==> src/include/rv_isa_defs.svh <==
`ifndef RV_ISA_DEFS_SVH
`define RV_ISA_DEFS_SVH

////////////////////////////////////////////////////////////
// major opcodes of the kept subset
////////////////////////////////////////////////////////////

localparam logic [6:0] OPC_OP     = 7'b0110011;
localparam logic [6:0] OPC_OP_IMM = 7'b0010011;
localparam logic [6:0] OPC_LUI    = 7'b0110111;
localparam logic [6:0] OPC_BRANCH = 7'b1100011;

////////////////////////////////////////////////////////////
// funct3 of the integer ALU group
////////////////////////////////////////////////////////////

// add and sub share one code, funct7 tells them apart
localparam logic [2:0] F3_ADD_SUB = 3'b000;
localparam logic [2:0] F3_SLL     = 3'b001;
localparam logic [2:0] F3_SLT     = 3'b010;
localparam logic [2:0] F3_SLTU    = 3'b011;
localparam logic [2:0] F3_XOR     = 3'b100;
// logical and arithmetic right shift
localparam logic [2:0] F3_SRL_SRA = 3'b101;
localparam logic [2:0] F3_OR      = 3'b110;
localparam logic [2:0] F3_AND     = 3'b111;

////////////////////////////////////////////////////////////
// funct7
////////////////////////////////////////////////////////////

// selects sub and sra
localparam logic [6:0] F7_ALT = 7'b0100000;

`endif

==> src/hw/rv_pipe_pkg.sv <==
package rv_pipe_pkg;

  ////////////////////////////////////////////////////////////
  // datapath sizes
  ////////////////////////////////////////////////////////////

  // data and address width
  localparam int XLEN = 32;

  // register index width, 32 architectural registers
  localparam int REG_BITS = 5;

  ////////////////////////////////////////////////////////////
  // program counter
  ////////////////////////////////////////////////////////////

  // first fetch after reset
  localparam logic [XLEN-1:0] RESET_PC = 32'h0000_0000;

  // instructions are one word apart
  localparam logic [XLEN-1:0] PC_STEP = 32'd4;

endpackage

==> src/hw/rv_isa_pkg.sv <==
package rv_isa_pkg;

  `include "rv_isa_defs.svh"

  // one instruction word, four field layouts
  typedef struct packed {
    logic [6:0] funct7;
    logic [4:0] rs2;
    logic [4:0] rs1;
    logic [2:0] funct3;
    logic [4:0] rd;
    logic [6:0] opcode;
  } rv_r_fmt_t;

  typedef struct packed {
    logic [11:0] imm;
    logic [4:0]  rs1;
    logic [2:0]  funct3;
    logic [4:0]  rd;
    logic [6:0]  opcode;
  } rv_i_fmt_t;

  typedef struct packed {
    logic       imm12;
    logic [5:0] imm10_5;
    logic [4:0] rs2;
    logic [4:0] rs1;
    logic [2:0] funct3;
    logic [3:0] imm4_1;
    logic       imm11;
    logic [6:0] opcode;
  } rv_b_fmt_t;

  typedef struct packed {
    logic [19:0] imm;
    logic [4:0]  rd;
    logic [6:0]  opcode;
  } rv_u_fmt_t;

  typedef union packed {
    rv_r_fmt_t r;
    rv_i_fmt_t i;
    rv_b_fmt_t b;
    rv_u_fmt_t u;
  } rv_instr_u;

  localparam int ALU_OP_BITS = 4;

  localparam logic [ALU_OP_BITS-1:0] ALU_ADD    = 4'd0;
  localparam logic [ALU_OP_BITS-1:0] ALU_SUB    = 4'd1;
  localparam logic [ALU_OP_BITS-1:0] ALU_AND    = 4'd2;
  localparam logic [ALU_OP_BITS-1:0] ALU_OR     = 4'd3;
  localparam logic [ALU_OP_BITS-1:0] ALU_XOR    = 4'd4;
  localparam logic [ALU_OP_BITS-1:0] ALU_SLL    = 4'd5;
  localparam logic [ALU_OP_BITS-1:0] ALU_SRL    = 4'd6;
  localparam logic [ALU_OP_BITS-1:0] ALU_SRA    = 4'd7;
  localparam logic [ALU_OP_BITS-1:0] ALU_SLT    = 4'd8;
  localparam logic [ALU_OP_BITS-1:0] ALU_SLTU   = 4'd9;
  // lui passes the immediate straight through
  localparam logic [ALU_OP_BITS-1:0] ALU_PASS_B = 4'd10;

  // branch conditions, same encoding as branch funct3
  localparam logic [2:0] BR_EQ  = 3'b000;
  localparam logic [2:0] BR_NE  = 3'b001;
  localparam logic [2:0] BR_LT  = 3'b100;
  localparam logic [2:0] BR_GE  = 3'b101;
  localparam logic [2:0] BR_LTU = 3'b110;
  localparam logic [2:0] BR_GEU = 3'b111;

endpackage

==> src/hw/rv_pipe_if.sv <==
`timescale 1ns/1ps

interface rv_pipe_if;
  import rv_pipe_pkg::*;
  import rv_isa_pkg::*;

  // execute holds an instruction this cycle
  logic                   valid;
  logic [XLEN-1:0]        pc;

  // source indices travel along for forwarding
  logic [REG_BITS-1:0]    rs1_addr;
  logic [REG_BITS-1:0]    rs2_addr;
  logic [XLEN-1:0]        rs1_data;
  logic [XLEN-1:0]        rs2_data;

  // zero for branches and unknown opcodes
  logic [REG_BITS-1:0]    rd_addr;

  logic                   use_imm;
  logic [XLEN-1:0]        imm;
  logic [ALU_OP_BITS-1:0] alu_op;
  logic                   is_branch;
  logic [2:0]             br_cond;

  modport dec (
    output valid, pc, rs1_addr, rs2_addr, rs1_data, rs2_data, rd_addr,
    output use_imm, imm, alu_op, is_branch, br_cond
  );

  modport exe (
    input valid, pc, rs1_addr, rs2_addr, rs1_data, rs2_data, rd_addr,
    input use_imm, imm, alu_op, is_branch, br_cond
  );

endinterface

==> src/hw/rv_fetch.sv <==
`timescale 1ns/1ps

module rv_fetch (
  input  logic                        clk_i,
  input  logic                        reset_i,
  input  logic [rv_pipe_pkg::XLEN-1:0] instr_i,
  input  logic                        redirect_i,
  input  logic [rv_pipe_pkg::XLEN-1:0] redirect_pc_i,
  output logic [rv_pipe_pkg::XLEN-1:0] instr_addr_o,
  output logic                        fetch_valid_o,
  output logic [rv_pipe_pkg::XLEN-1:0] fetch_pc_o,
  output logic [rv_pipe_pkg::XLEN-1:0] fetch_word_o
);
  import rv_pipe_pkg::*;

  logic [XLEN-1:0] pc_q;
  logic            fetch_valid_q;
  logic [XLEN-1:0] fetch_pc_q;
  logic [XLEN-1:0] fetch_word_q;

  // instruction memory answers in the same cycle
  assign instr_addr_o = pc_q;

  ////////////////////////////////////////////////////////////
  // program counter and valid flag
  ////////////////////////////////////////////////////////////

  always_ff @(posedge clk_i) begin
    if (reset_i) begin
      pc_q          <= RESET_PC;
      fetch_valid_q <= 1'b0;
    end else if (redirect_i) begin
      // word on the port is on the wrong path
      pc_q          <= redirect_pc_i;
      fetch_valid_q <= 1'b0;
    end else begin
      pc_q          <= pc_q + PC_STEP;
      fetch_valid_q <= 1'b1;
    end
  end

  // fetched word and its address
  always_ff @(posedge clk_i) begin
    fetch_pc_q   <= pc_q;
    fetch_word_q <= instr_i;
  end

  assign fetch_valid_o = fetch_valid_q;
  assign fetch_pc_o    = fetch_pc_q;
  assign fetch_word_o  = fetch_word_q;

endmodule

==> src/hw/rv_decode.sv <==
`timescale 1ns/1ps

module rv_decode (
  input  logic                            clk_i,
  input  logic                            reset_i,
  input  logic                            fetch_valid_i,
  input  logic [rv_pipe_pkg::XLEN-1:0]     fetch_pc_i,
  input  logic [rv_pipe_pkg::XLEN-1:0]     fetch_word_i,
  input  logic                            flush_i,
  input  logic [rv_pipe_pkg::XLEN-1:0]     rs1_data_i,
  input  logic [rv_pipe_pkg::XLEN-1:0]     rs2_data_i,
  output logic [rv_pipe_pkg::REG_BITS-1:0] rs1_addr_o,
  output logic [rv_pipe_pkg::REG_BITS-1:0] rs2_addr_o,
  rv_pipe_if.dec                          pipe
);
  import rv_pipe_pkg::*;
  import rv_isa_pkg::*;

  rv_instr_u              instr;
  logic [REG_BITS-1:0]    dec_rd;
  logic [XLEN-1:0]        dec_imm;
  logic                   dec_use_imm;
  logic [ALU_OP_BITS-1:0] dec_alu_op;
  logic                   dec_branch;

  // alu group, sub only exists in register form
  function automatic logic [ALU_OP_BITS-1:0] alu_sel(
    input logic [2:0] f3,
    input logic       sub_sel,
    input logic       sra_sel
  );
    case (f3)
      F3_ADD_SUB: return sub_sel ? ALU_SUB : ALU_ADD;
      F3_SLL:     return ALU_SLL;
      F3_SLT:     return ALU_SLT;
      F3_SLTU:    return ALU_SLTU;
      F3_XOR:     return ALU_XOR;
      F3_SRL_SRA: return sra_sel ? ALU_SRA : ALU_SRL;
      F3_OR:      return ALU_OR;
      F3_AND:     return ALU_AND;
      default:    return ALU_ADD;
    endcase
  endfunction

  assign instr      = fetch_word_i;
  assign rs1_addr_o = instr.r.rs1;
  assign rs2_addr_o = instr.r.rs2;

  ////////////////////////////////////////////////////////////
  // field decode and immediate formation
  ////////////////////////////////////////////////////////////

  always_comb begin
    dec_rd      = '0;
    dec_imm     = '0;
    dec_use_imm = 1'b0;
    dec_alu_op  = ALU_ADD;
    dec_branch  = 1'b0;
    case (instr.r.opcode)
      OPC_OP: begin
        dec_rd     = instr.r.rd;
        dec_alu_op = alu_sel(instr.r.funct3, instr.r.funct7 == F7_ALT,
                             instr.r.funct7 == F7_ALT);
      end
      OPC_OP_IMM: begin
        dec_rd      = instr.i.rd;
        dec_imm     = {{(XLEN-12){instr.i.imm[11]}}, instr.i.imm};
        dec_use_imm = 1'b1;
        // shift immediates carry funct7 in the upper bits
        dec_alu_op  = alu_sel(instr.i.funct3, 1'b0, instr.r.funct7 == F7_ALT);
      end
      OPC_LUI: begin
        dec_rd      = instr.u.rd;
        dec_imm     = {instr.u.imm, 12'b0};
        dec_use_imm = 1'b1;
        dec_alu_op  = ALU_PASS_B;
      end
      OPC_BRANCH: begin
        dec_imm    = {{(XLEN-12){instr.b.imm12}}, instr.b.imm11,
                      instr.b.imm10_5, instr.b.imm4_1, 1'b0};
        dec_branch = 1'b1;
      end
      // unknown opcodes fall through as a no-op
      default: ;
    endcase
  end

  ////////////////////////////////////////////////////////////
  // decode register
  ////////////////////////////////////////////////////////////

  always_ff @(posedge clk_i) begin
    if (reset_i || flush_i) begin
      pipe.valid <= 1'b0;
    end else begin
      pipe.valid <= fetch_valid_i;
    end
  end

  always_ff @(posedge clk_i) begin
    pipe.pc        <= fetch_pc_i;
    pipe.rs1_addr  <= instr.r.rs1;
    pipe.rs2_addr  <= instr.r.rs2;
    pipe.rs1_data  <= rs1_data_i;
    pipe.rs2_data  <= rs2_data_i;
    pipe.rd_addr   <= dec_rd;
    pipe.use_imm   <= dec_use_imm;
    pipe.imm       <= dec_imm;
    pipe.alu_op    <= dec_alu_op;
    pipe.is_branch <= dec_branch;
    pipe.br_cond   <= instr.b.funct3;
  end

endmodule

==> src/hw/rv_regfile.sv <==
`timescale 1ns/1ps

module rv_regfile (
  input  logic                            clk_i,
  input  logic [rv_pipe_pkg::REG_BITS-1:0] rs1_addr_i,
  input  logic [rv_pipe_pkg::REG_BITS-1:0] rs2_addr_i,
  input  logic                            wr_en_i,
  input  logic [rv_pipe_pkg::REG_BITS-1:0] wr_addr_i,
  input  logic [rv_pipe_pkg::XLEN-1:0]     wr_data_i,
  output logic [rv_pipe_pkg::XLEN-1:0]     rs1_data_o,
  output logic [rv_pipe_pkg::XLEN-1:0]     rs2_data_o
);
  import rv_pipe_pkg::*;

  // x1..x31, x0 has no storage
  logic [XLEN-1:0] regs_q [1:31];

  logic            rs1_hit;
  logic            rs2_hit;

  always_ff @(posedge clk_i) begin
    if (wr_en_i && (wr_addr_i != '0)) begin
      regs_q[wr_addr_i] <= wr_data_i;
    end
  end

  // same-cycle write wins over the stored value
  assign rs1_hit = wr_en_i && (wr_addr_i == rs1_addr_i);
  assign rs2_hit = wr_en_i && (wr_addr_i == rs2_addr_i);

  always_comb begin
    if (rs1_addr_i == '0) begin
      rs1_data_o = '0;
    end else if (rs1_hit) begin
      rs1_data_o = wr_data_i;
    end else begin
      rs1_data_o = regs_q[rs1_addr_i];
    end
  end

  always_comb begin
    if (rs2_addr_i == '0) begin
      rs2_data_o = '0;
    end else if (rs2_hit) begin
      rs2_data_o = wr_data_i;
    end else begin
      rs2_data_o = regs_q[rs2_addr_i];
    end
  end

endmodule

==> src/hw/rv_execute.sv <==
`timescale 1ns/1ps

module rv_execute (
  input  logic                            clk_i,
  input  logic                            reset_i,
  rv_pipe_if.exe                          pipe,
  output logic                            redirect_o,
  output logic [rv_pipe_pkg::XLEN-1:0]     redirect_pc_o,
  output logic                            wr_en_o,
  output logic [rv_pipe_pkg::REG_BITS-1:0] wr_addr_o,
  output logic [rv_pipe_pkg::XLEN-1:0]     wr_data_o,
  output logic                            retire_valid_o,
  output logic [rv_pipe_pkg::XLEN-1:0]     retire_pc_o,
  output logic [rv_pipe_pkg::REG_BITS-1:0] retire_rd_o,
  output logic [rv_pipe_pkg::XLEN-1:0]     retire_data_o
);
  import rv_pipe_pkg::*;
  import rv_isa_pkg::*;

  logic [XLEN-1:0]     op_a;
  logic [XLEN-1:0]     fwd_b;
  logic [XLEN-1:0]     op_b;
  logic [4:0]          shamt;
  logic [XLEN-1:0]     alu_res;
  logic                cmp_eq;
  logic                cmp_lt;
  logic                cmp_ltu;
  logic                br_taken;

  logic                wb_valid_q;
  logic                wb_wr_en_q;
  logic [XLEN-1:0]     wb_pc_q;
  logic [REG_BITS-1:0] wb_rd_q;
  logic [XLEN-1:0]     wb_data_q;

  ////////////////////////////////////////////////////////////
  // forwarding from the writeback register
  ////////////////////////////////////////////////////////////

  // write enable already implies a nonzero rd
  assign op_a  = (wb_wr_en_q && (wb_rd_q == pipe.rs1_addr)) ? wb_data_q : pipe.rs1_data;
  assign fwd_b = (wb_wr_en_q && (wb_rd_q == pipe.rs2_addr)) ? wb_data_q : pipe.rs2_data;
  assign op_b  = pipe.use_imm ? pipe.imm : fwd_b;
  assign shamt = op_b[4:0];

  always_comb begin
    case (pipe.alu_op)
      ALU_ADD:    alu_res = op_a + op_b;
      ALU_SUB:    alu_res = op_a - op_b;
      ALU_AND:    alu_res = op_a & op_b;
      ALU_OR:     alu_res = op_a | op_b;
      ALU_XOR:    alu_res = op_a ^ op_b;
      ALU_SLL:    alu_res = op_a << shamt;
      ALU_SRL:    alu_res = op_a >> shamt;
      ALU_SRA:    alu_res = $signed(op_a) >>> shamt;
      ALU_SLT:    alu_res = {{(XLEN-1){1'b0}}, $signed(op_a) < $signed(op_b)};
      ALU_SLTU:   alu_res = {{(XLEN-1){1'b0}}, op_a < op_b};
      ALU_PASS_B: alu_res = op_b;
      default:    alu_res = '0;
    endcase
  end

  ////////////////////////////////////////////////////////////
  // branch resolution
  ////////////////////////////////////////////////////////////

  // branches compare the two register operands
  assign cmp_eq  = (op_a == fwd_b);
  assign cmp_lt  = ($signed(op_a) < $signed(fwd_b));
  assign cmp_ltu = (op_a < fwd_b);

  always_comb begin
    case (pipe.br_cond)
      BR_EQ:   br_taken = cmp_eq;
      BR_NE:   br_taken = !cmp_eq;
      BR_LT:   br_taken = cmp_lt;
      BR_GE:   br_taken = !cmp_lt;
      BR_LTU:  br_taken = cmp_ltu;
      BR_GEU:  br_taken = !cmp_ltu;
      default: br_taken = 1'b0;
    endcase
  end

  // single-cycle pulse, the flush empties this stage next cycle
  assign redirect_o    = pipe.valid && pipe.is_branch && br_taken;
  assign redirect_pc_o = pipe.pc + pipe.imm;

  ////////////////////////////////////////////////////////////
  // writeback register
  ////////////////////////////////////////////////////////////

  always_ff @(posedge clk_i) begin
    if (reset_i) begin
      wb_valid_q <= 1'b0;
      wb_wr_en_q <= 1'b0;
    end else begin
      wb_valid_q <= pipe.valid;
      wb_wr_en_q <= pipe.valid && (pipe.rd_addr != '0);
    end
  end

  // nothing written means nothing reported
  always_ff @(posedge clk_i) begin
    wb_pc_q   <= pipe.pc;
    wb_rd_q   <= pipe.rd_addr;
    wb_data_q <= (pipe.rd_addr == '0) ? '0 : alu_res;
  end

  assign wr_en_o        = wb_wr_en_q;
  assign wr_addr_o      = wb_rd_q;
  assign wr_data_o      = wb_data_q;
  assign retire_valid_o = wb_valid_q;
  assign retire_pc_o    = wb_pc_q;
  assign retire_rd_o    = wb_rd_q;
  assign retire_data_o  = wb_data_q;

endmodule

==> src/hw/rv_core_top.sv <==
`timescale 1ns/1ps

module rv_core_top (
  input  logic                            clk_i,
  input  logic                            reset_i,
  output logic [rv_pipe_pkg::XLEN-1:0]     instr_addr_o,
  input  logic [rv_pipe_pkg::XLEN-1:0]     instr_i,
  output logic                            retire_valid_o,
  output logic [rv_pipe_pkg::XLEN-1:0]     retire_pc_o,
  output logic [rv_pipe_pkg::REG_BITS-1:0] retire_rd_o,
  output logic [rv_pipe_pkg::XLEN-1:0]     retire_data_o
);
  import rv_pipe_pkg::*;

  logic                redirect;
  logic [XLEN-1:0]     redirect_pc;
  logic                fetch_valid;
  logic [XLEN-1:0]     fetch_pc;
  logic [XLEN-1:0]     fetch_word;
  logic [REG_BITS-1:0] rs1_addr;
  logic [REG_BITS-1:0] rs2_addr;
  logic [XLEN-1:0]     rs1_data;
  logic [XLEN-1:0]     rs2_data;
  logic                wr_en;
  logic [REG_BITS-1:0] wr_addr;
  logic [XLEN-1:0]     wr_data;

  // decode to execute
  rv_pipe_if u_pipe ();

  rv_fetch u_fetch (
    .clk_i         (clk_i),
    .reset_i       (reset_i),
    .instr_i       (instr_i),
    .redirect_i    (redirect),
    .redirect_pc_i (redirect_pc),
    .instr_addr_o  (instr_addr_o),
    .fetch_valid_o (fetch_valid),
    .fetch_pc_o    (fetch_pc),
    .fetch_word_o  (fetch_word)
  );

  rv_decode u_decode (
    .clk_i         (clk_i),
    .reset_i       (reset_i),
    .fetch_valid_i (fetch_valid),
    .fetch_pc_i    (fetch_pc),
    .fetch_word_i  (fetch_word),
    .flush_i       (redirect),
    .rs1_data_i    (rs1_data),
    .rs2_data_i    (rs2_data),
    .rs1_addr_o    (rs1_addr),
    .rs2_addr_o    (rs2_addr),
    .pipe          (u_pipe.dec)
  );

  rv_regfile u_regfile (
    .clk_i      (clk_i),
    .rs1_addr_i (rs1_addr),
    .rs2_addr_i (rs2_addr),
    .wr_en_i    (wr_en),
    .wr_addr_i  (wr_addr),
    .wr_data_i  (wr_data),
    .rs1_data_o (rs1_data),
    .rs2_data_o (rs2_data)
  );

  rv_execute u_execute (
    .clk_i          (clk_i),
    .reset_i        (reset_i),
    .pipe           (u_pipe.exe),
    .redirect_o     (redirect),
    .redirect_pc_o  (redirect_pc),
    .wr_en_o        (wr_en),
    .wr_addr_o      (wr_addr),
    .wr_data_o      (wr_data),
    .retire_valid_o (retire_valid_o),
    .retire_pc_o    (retire_pc_o),
    .retire_rd_o    (retire_rd_o),
    .retire_data_o  (retire_data_o)
  );

endmodule

==> config.mk <==
export PLATFORM = sky130hd
export DESIGN_NAME = rv_core_top
export DESIGN_NICKNAME = d
export VERILOG_FILES = /design/src/hw/rv_pipe_pkg.sv /design/src/hw/rv_isa_pkg.sv /design/src/hw/rv_pipe_if.sv /design/src/hw/rv_fetch.sv /design/src/hw/rv_decode.sv /design/src/hw/rv_regfile.sv /design/src/hw/rv_execute.sv /design/src/hw/rv_core_top.sv
export VERILOG_INCLUDE_DIRS = /design/src /design/src/include
export SDC_FILE = /design/constraint.sdc
export NUM_CORES = 2
export LEC_CHECK = 0
export BUFFER_PORTS_ARGS = -buffer_cell sky130_fd_sc_hd__buf_2
export CAP_MARGIN = 30
export CORE_ASPECT_RATIO = 2
export CORE_MARGIN = 4
export CORE_UTILIZATION = 35
export CTS_BUF_LIST = sky130_fd_sc_hd__clkbuf_8
export DETAILED_ROUTE_END_ITERATION = 8
export HOLD_SLACK_MARGIN = 0.08
export PLACE_DENSITY_LB_ADDON = 0.12
export SYNTH_ARGS = -nofsm -noshare
export SYNTH_HDL_FRONTEND = slang
export SYNTH_HIERARCHICAL = 1
export SYNTH_SLANG_ARGS = --single-unit
==> constraint.sdc <==
create_clock -name clk_i -period 9.1 [get_ports clk_i]
set_input_delay 1.82 -clock clk_i [delete_from_list [all_inputs] [get_ports clk_i]]
set_output_delay 1.82 -clock clk_i [all_outputs]
set_load 0.05 [all_outputs]
### Word-level counts from Yosys, hierarchy flattened

Memories as Yosys holds them, arrays and structs flattened. A register that Yosys moved wholly into a read port is not among the register bits.
Cells that the tools add are included.

* bits in registers: 257
* RAM bits: 992
* input bits: 34
* output and inout port bits: 102
* word-level logic and storage cells: 101
* memories kept: 1

* add/sub/neg operators: 4
* magnitude comparators: 4
* eq/ne operators: 30
* shifts and indexed selects: 3
* mux-type cells: 17
* bitwise operators: 3
* reduce and logical (&&, ||, !) cells: 20

Memory list
* u_regfile.regs_q: words 31, bits a word 32, rd ports 2, clocked after memory_dff 2, write ports 1, RTL line rv_regfile.sv:16 `logic [XLEN-1:0] regs_q [1:31];`

Operators with widths (count)
* case mux 32 bit (11 select lines): 1
* less-than comparator 32 bit: 4
* two-way mux 32 bit: 4
* case mux 32 bit (3 select lines): 1
* adder 32 bit: 2
* case mux 4 bit (8 select lines): 2
* adder 32 x 3 -> 32 bit, second input constant: 1
* bitwise AND 32 bit: 1
* == test 32 bit: 1
* OR 32 bit: 1
* << shifter 32 x 5 -> 32 bit: 1
* >> shifter 32 x 5 -> 32 bit: 1
* >>> shifter 32 x 5 -> 32 bit: 1
* subtractor 32 bit: 1
* XOR 32 bit: 1
* == test 3 bit, second input constant: 8
* == test 7 x 6 -> 1 bit, second input constant: 3
* == test 4 x 3 -> 1 bit, second input constant: 4
* logical NOT 5 bit: 3
* == test 4 bit, second input constant: 3
* case mux 4 bit (3 select lines): 1
* == test 5 bit: 2
* nonzero test 5 bit: 2
* == test 4 x 2 -> 1 bit, second input constant: 2
* other kinds (14): 30

### Depth between registers and ports, before layout

* word-level depth: 8
* gate-level depth with buffers: 23
* mapped depth without buffers: 21

### Cells and area by module

Netlist, hierarchy kept.

By module, submodules not included
* rv_regfile: times used 1, cells an instance 2759, area an instance 47200.3 um2, seq. area each 29788.6 um2
* rv_execute: times used 1, cells an instance 2242, area an instance 15533.6 um2, seq. area each 1421.4 um2
* rv_decode: times used 1, cells an instance 241, area an instance 3687.3 um2, seq. area each 3062.9 um2
* rv_fetch: times used 1, cells an instance 281, area an instance 3037.9 um2, seq. area each 1941.9 um2

### Worst setup path before layout

OpenSTA, ideal clock, no wires.

* kind: register to register
* from: register u_execute.wb_rd_q[4] (netlist: u_execute/retire_rd_o[4])
* to: register u_execute.wb_data_q[30] (netlist: u_execute/retire_data_o[30])
* setup time: 0.125 ns
* data arrival time: 5.209 ns
* data required time: 8.975 ns
* path slack: 3.766 ns
* cell stages (with the launch flop): 23
* path buffers: 3
* clock period less this slack: 5.334 ns
* path through: dfxtp_1 -> xnor2_1 -> nand4_1 -> nor2_2 -> buf_2 -> buf_1 -> mux2i_1 -> nand2_1 -> o21ai_0 -> inv_1 -> ha_1 -> clkbuf_1 -> nand2_1 -> or3_1 -> o21ai_0 -> a21o_1 -> a221oi_4 -> o21ai_2 -> a31oi_4 -> o21bai_2 -> a41oi_2 -> mux2i_1 -> o41a_1

* word-level cells in the longest chain between the ends: 6
* elaborated cells on any way between the ends: 16
* those cells by class: 2 x add/sub; 2 x eq/ne; 3 x shift; 4 x mux; 3 x bitwise; 2 x reduce/logical

Ends and longest elaborated chain
* start: declaration: RTL line rv_execute.sv:33 `logic [REG_BITS-1:0] wb_rd_q;`
* start signal: assignment: RTL line rv_execute.sv:105 `wb_rd_q <= pipe.rd_addr;`
* == test 5 bit: RTL line rv_execute.sv:42 `assign fwd_b = (wb_wr_en_q && (wb_rd_q == pipe.rs2_addr)) ? wb_data_q : pipe.rs2_data;`
* logical AND 1 bit: RTL line rv_execute.sv:42
* two-way mux 32 bit: RTL line rv_execute.sv:42
* two-way mux 32 bit: RTL line rv_execute.sv:43 `assign op_b = pipe.use_imm ? pipe.imm : fwd_b;`
* subtractor 32 bit (tied with other cells): RTL line rv_execute.sv:49 `ALU_SUB: alu_res = op_a - op_b;`
* case mux 32 bit (11 select lines) *: RTL line rv_execute.sv:47 `case (pipe.alu_op)`
* end signal: assignment: RTL line rv_execute.sv:106 `wb_data_q <= (pipe.rd_addr == '0) ? '0 : alu_res;`
* end: declaration: RTL line rv_execute.sv:34 `logic [XLEN-1:0] wb_data_q;`

Every way passes the cells marked *; elsewhere a longest branch is shown, timed or not.
A chain may end at the register's enable or synchronous reset.

### Worst setup path after layout

* from: register u_execute.wb_rd_q[3] (netlist: u_execute/retire_rd_o[3])
* to: register u_fetch.pc_q[24] (netlist: u_fetch/instr_addr_o[24])

* word-level cells in the longest chain between the ends: 8
* elaborated cells on any way between the ends: 15
* those cells by class: 2 x order compare; 3 x eq/ne; 4 x mux; 6 x reduce/logical

Ends and longest elaborated chain
* == test 5 bit, on equally long branches: RTL line rv_execute.sv:41, rv_execute.sv:42
* logical AND 1 bit, on equally long branches: RTL line rv_execute.sv:41, rv_execute.sv:42
* two-way mux 32 bit, on equally long branches: RTL line rv_execute.sv:41, rv_execute.sv:42
* less-than comparator 32 bit (tied with other cells): RTL line rv_execute.sv:70 `assign cmp_ltu = (op_a < fwd_b);`
* logical NOT 1 bit, on equally long branches: RTL line rv_execute.sv:79, rv_execute.sv:75, rv_execute.sv:77
* case mux 1 bit (6 select lines) *: RTL line rv_execute.sv:73 `case (pipe.br_cond)`
* logical AND 1 bit *: RTL line rv_execute.sv:85 `assign redirect_o = pipe.valid && pipe.is_branch && br_taken;`
* named net redirect: RTL line rv_core_top.sv:15 `logic redirect;`
* two-way mux 32 bit *: RTL line rv_fetch.sv:32 `end else if (redirect_i) begin`
* end signal: assignment: RTL line rv_fetch.sv:34 `pc_q <= redirect_pc_i;`
* end signal: assignment: RTL line rv_fetch.sv:37 `pc_q <= pc_q + PC_STEP;`
* end: declaration: RTL line rv_fetch.sv:16 `logic [XLEN-1:0] pc_q;`

The timed path passes the listed nets; every way through them passes the cells marked *.

==> reports/metrics.yaml <==
pre_cts_ws_ns: 1.62
leakage_power_nw: 27.6
floorplan.initialDensity_pct: 35.1
total_cts_buffers: 198
dr.pass1.iters: 6
synth_cell_types: 117
maxSlewHeadroom_pct: 21.4
timing.final.ws_setup_ns: 1.54
hp_class: "flip-flop to flip-flop"
antenna_found_initial: 39
tritoncts_clock_tree: "yes"
worstSetupPathType: "flip-flop to flip-flop"
hold_viol_final: 0
dp.final_hpwl_mm: 223
routability_cong: 1.04
final_clock_period_utilization_by_the_worst_path_pct: 83.1
detailroute.via_count: 53636
critPathLaunchType: "flip-flop"
worstSkewPairLatency_ns: 0.94
final_design_area_no_fill_um2: 76900
cts.sinks: 1313
wl_per_cell_um: 40.1
input_output_buffers: 135
place_area_um2: 73000
synth_nets: 5721
fin_crit_ns: 7.56
synth_edf_count: 992
clock.fmax_mhz: 132
cts-resized-gates: 0
synth-warning-count: 6
synth.yosys.seq_area_share_pct: 52.1
power_per_cell_area_nw_per_um2: 187
avgSynthCellArea_um2: 12.6
post-cts-setup-buffer-count: 0
antenna_violating_nets_post_route: 0
wl_mm: 335
global_route_wire_length_before_repair_mm: 453
yosys_register_bits: 1313
starting_drt_drc_count: 4996
fin_nets: 5834
cp_max_fo: 32
synth_ff_type: "sky130_fd_sc_hd__edfxtp_1"
grt_pass1_vias: 54555
chipWidth_um: 323
peakVddDrop_mv: 0.103
die_y_um: 638
max_cap_viol_count: 0
setup_tns_ns: 0
route.detailed.vias_per_inst: 6.41
worst-endpoint-arrival_ns: 8.38
finalSetupViolations: 0
ys_async_sr_fraction_pct: 0
rows: 231
layout-drive-gt1-share_pct: 20.6
worst_slew_pin_slew_ns: 1.18
remaining_drc_errors: 0
grt_usage_pct: 31.9
setup_repair_after_global_routing_missed_its_margin: "false"
outcome: "finished clean"
ctsHtreeMaxLevel: 4
fp.dieArea_um2: 206000
hold_buffers: 0
layout-area-overhead-vs-synth_pct: 10.8
grt_max_degree: 96
grt-ovfl-total: 0
postSynthCellCount: 5523
critical_path_required_ns: 9.92
drv_slew: 0
skew_final_ns: 0.0658
clkTransAtPathRegs_ns: 0.07
floorplan.io_pins: 136
clockBufferDepth: 4
core_area_um2: 198000
clockRootBuffer: "sky130_fd_sc_hd__clkbuf_8"
syn-cell-area_um2: 69500
setup.worst_path.end_class: "flip-flop"
## synthesized netlist by cell type, drive strengths merged (107+ instances only)
master,number,share of area [%]
edfxtp,992,43
nand3,163,1.2
clkbuf,193,1.2
a211oi,115,1.3
nand2,384,2.1
o21ai,203,1.5
buf,257,2.3
o22ai,107,0.96
nor2,288,1.6
mux2i,374,5.4
mux4,306,9.9
inv,124,0.67
a21oi,259,1.9
dfxtp,321,9.3
ha,161,2.9
## metrics by stage
| step | hold slack [ns] | util (%) | cells | power, mW |
|---|---|---|---|---|
| after floorplan | 0.310 | - | 5523 | 8.33 |
| after global placement | 0.310 | 36.9 | 7977 | 9.50 |
| after detailed placement | 0.312 | 36.9 | 7987 | 9.50 |
| after CTS | 0.282 | 38.8 | 8331 | 14.4 |
| after global routing | 0.297 | 38.9 | 8346 | 14.8 |
| final | 0.303 | 38.9 | 8367 | 14.4 |
## registers in the layout (all words and copies together) (netlist names), 3 cells and up
register                 flops
u_execute/retire_rd_o        5
u_decode/pipe.alu_op         4
u_fetch/fetch_word_o        32
u_decode/pipe.rs2_addr       5
u_fetch/fetch_pc_o          32
u_regfile/regs_q           992
u_decode/pipe.rs1_addr       5
u_decode/pipe.rs2_data      32
u_decode/pipe.rs1_data      32
u_fetch/instr_addr_o        32
u_execute/retire_pc_o       32
u_execute/retire_data_o     32
u_decode/pipe.rd_addr        5
u_decode/pipe.pc            32
u_decode/pipe.imm           32
u_decode/pipe.br_cond        3
## path summary, 6_finish.rpt
check,startpoint,end,slack [ns],cells past startpoint
worst max register to register,u_execute/retire_rd_o[3]$_DFF_P_,u_fetch/instr_addr_o[24]$_SDFF_PP0_,1.54,19
worst min-delay path,u_fetch/fetch_pc_o[18]$_DFF_P_,u_decode/pipe.pc[18]$_DFF_P_,0.30,0
worst max-delay path,u_execute/retire_rd_o[3]$_DFF_P_,u_fetch/instr_addr_o[24]$_SDFF_PP0_,1.54,19
worst min register to register,u_fetch/fetch_pc_o[18]$_DFF_P_,u_decode/pipe.pc[18]$_DFF_P_,0.30,0
## critical path: stages (launching register included)
cell and delay, ns:
sky130_fd_sc_hd__dfxtp_1 0.67, sky130_fd_sc_hd__xor2_1 0.18, sky130_fd_sc_hd__or4_1 0.79, sky130_fd_sc_hd__nor2_4 0.47, sky130_fd_sc_hd__mux2i_1 0.25, sky130_fd_sc_hd__buf_4 0.26, sky130_fd_sc_hd__clkinv_1 0.41, sky130_fd_sc_hd__ha_1 0.50
sky130_fd_sc_hd__nand4_1 0.33, sky130_fd_sc_hd__nor4_1 0.72, sky130_fd_sc_hd__nand2_1 0.36, sky130_fd_sc_hd__nor4_1 0.58, sky130_fd_sc_hd__xor2_1 0.20, sky130_fd_sc_hd__nand4_1 0.12, sky130_fd_sc_hd__o21ai_2 0.08, sky130_fd_sc_hd__buf_4 0.34
sky130_fd_sc_hd__inv_1 0.36, sky130_fd_sc_hd__buf_4 0.35, sky130_fd_sc_hd__and4_1 0.18, sky130_fd_sc_hd__a2111oi_0 0.27
## report_power, final
group	total, mW	internal [mW]	leakage, nW	switching [mW]
registers	6.62	6.49	11.9	0.137
clock network	4.86	2.40	2.12	2.46
logic	2.87	0.869	13.6	2.00
## cells by family after synthesis
family	count (synthesis)	share of synthesized area (%)
compound gates	1396	14.3
xor+xnor	97	1.22
fa+ha+maj	165	3.00
buf+inv	584	4.30
flops	1313	52.1
mux	784	17.1
simple gates	1184	7.98
## metal layers
| metal | global-route usage [%] | up-vias | part of all wire [%] | wire, µm |
|---|---|---|---|---|
| li1 | - | 22072 | - | - |
| met1 | 32.3 | 27749 | 33 | 109000 |
| met2 | 55.2 | 2692 | 50 | 169000 |
| met3 | 6.38 | 1111 | 6.3 | 21200 |
| met4 | 28.6 | 12 | 11 | 36000 |
| met5 | 0 | - | 0.024 | 81 |
## placed cells by master (no fill, tap or decap), types with 34 or more instances in the layout
cell,instances
sky130_fd_sc_hd__clkbuf_8,208
sky130_fd_sc_hd__a31oi_1,64
sky130_fd_sc_hd__inv_1,178
sky130_fd_sc_hd__mux4_2,306
sky130_fd_sc_hd__o211ai_1,65
sky130_fd_sc_hd__o2111ai_1,40
sky130_fd_sc_hd__edfxtp_1,992
sky130_fd_sc_hd__nor2b_1,43
sky130_fd_sc_hd__nand3_1,161
sky130_fd_sc_hd__mux2i_1,374
sky130_fd_sc_hd__mux2_2,92
sky130_fd_sc_hd__a22oi_1,55
sky130_fd_sc_hd__a32o_1,34
sky130_fd_sc_hd__buf_4,215
sky130_fd_sc_hd__buf_2,137
sky130_fd_sc_hd__o22ai_1,106
sky130_fd_sc_hd__nor2_1,245
sky130_fd_sc_hd__nand2_1,380
sky130_fd_sc_hd__xnor2_1,76
sky130_fd_sc_hd__nor2_4,35
sky130_fd_sc_hd__nor3_1,91
sky130_fd_sc_hd__a21o_1,46
sky130_fd_sc_hd__a221oi_1,44
sky130_fd_sc_hd__ha_1,161
sky130_fd_sc_hd__a211oi_1,114
sky130_fd_sc_hd__dfxtp_1,306
sky130_fd_sc_hd__o21ai_0,193
sky130_fd_sc_hd__a21oi_1,256
## layout make-up
cell class	instances	area, µm²
antenna	24	60.1
clock buffer	208	2860
clock inverter	136	876
fill	19066	121000
inverter	132	495
multi-input combinational	3626	30600
sequential	1313	36300
tap	2563	3210
timing repair buffer	365	2550
(Power assumes the default switching activity.)
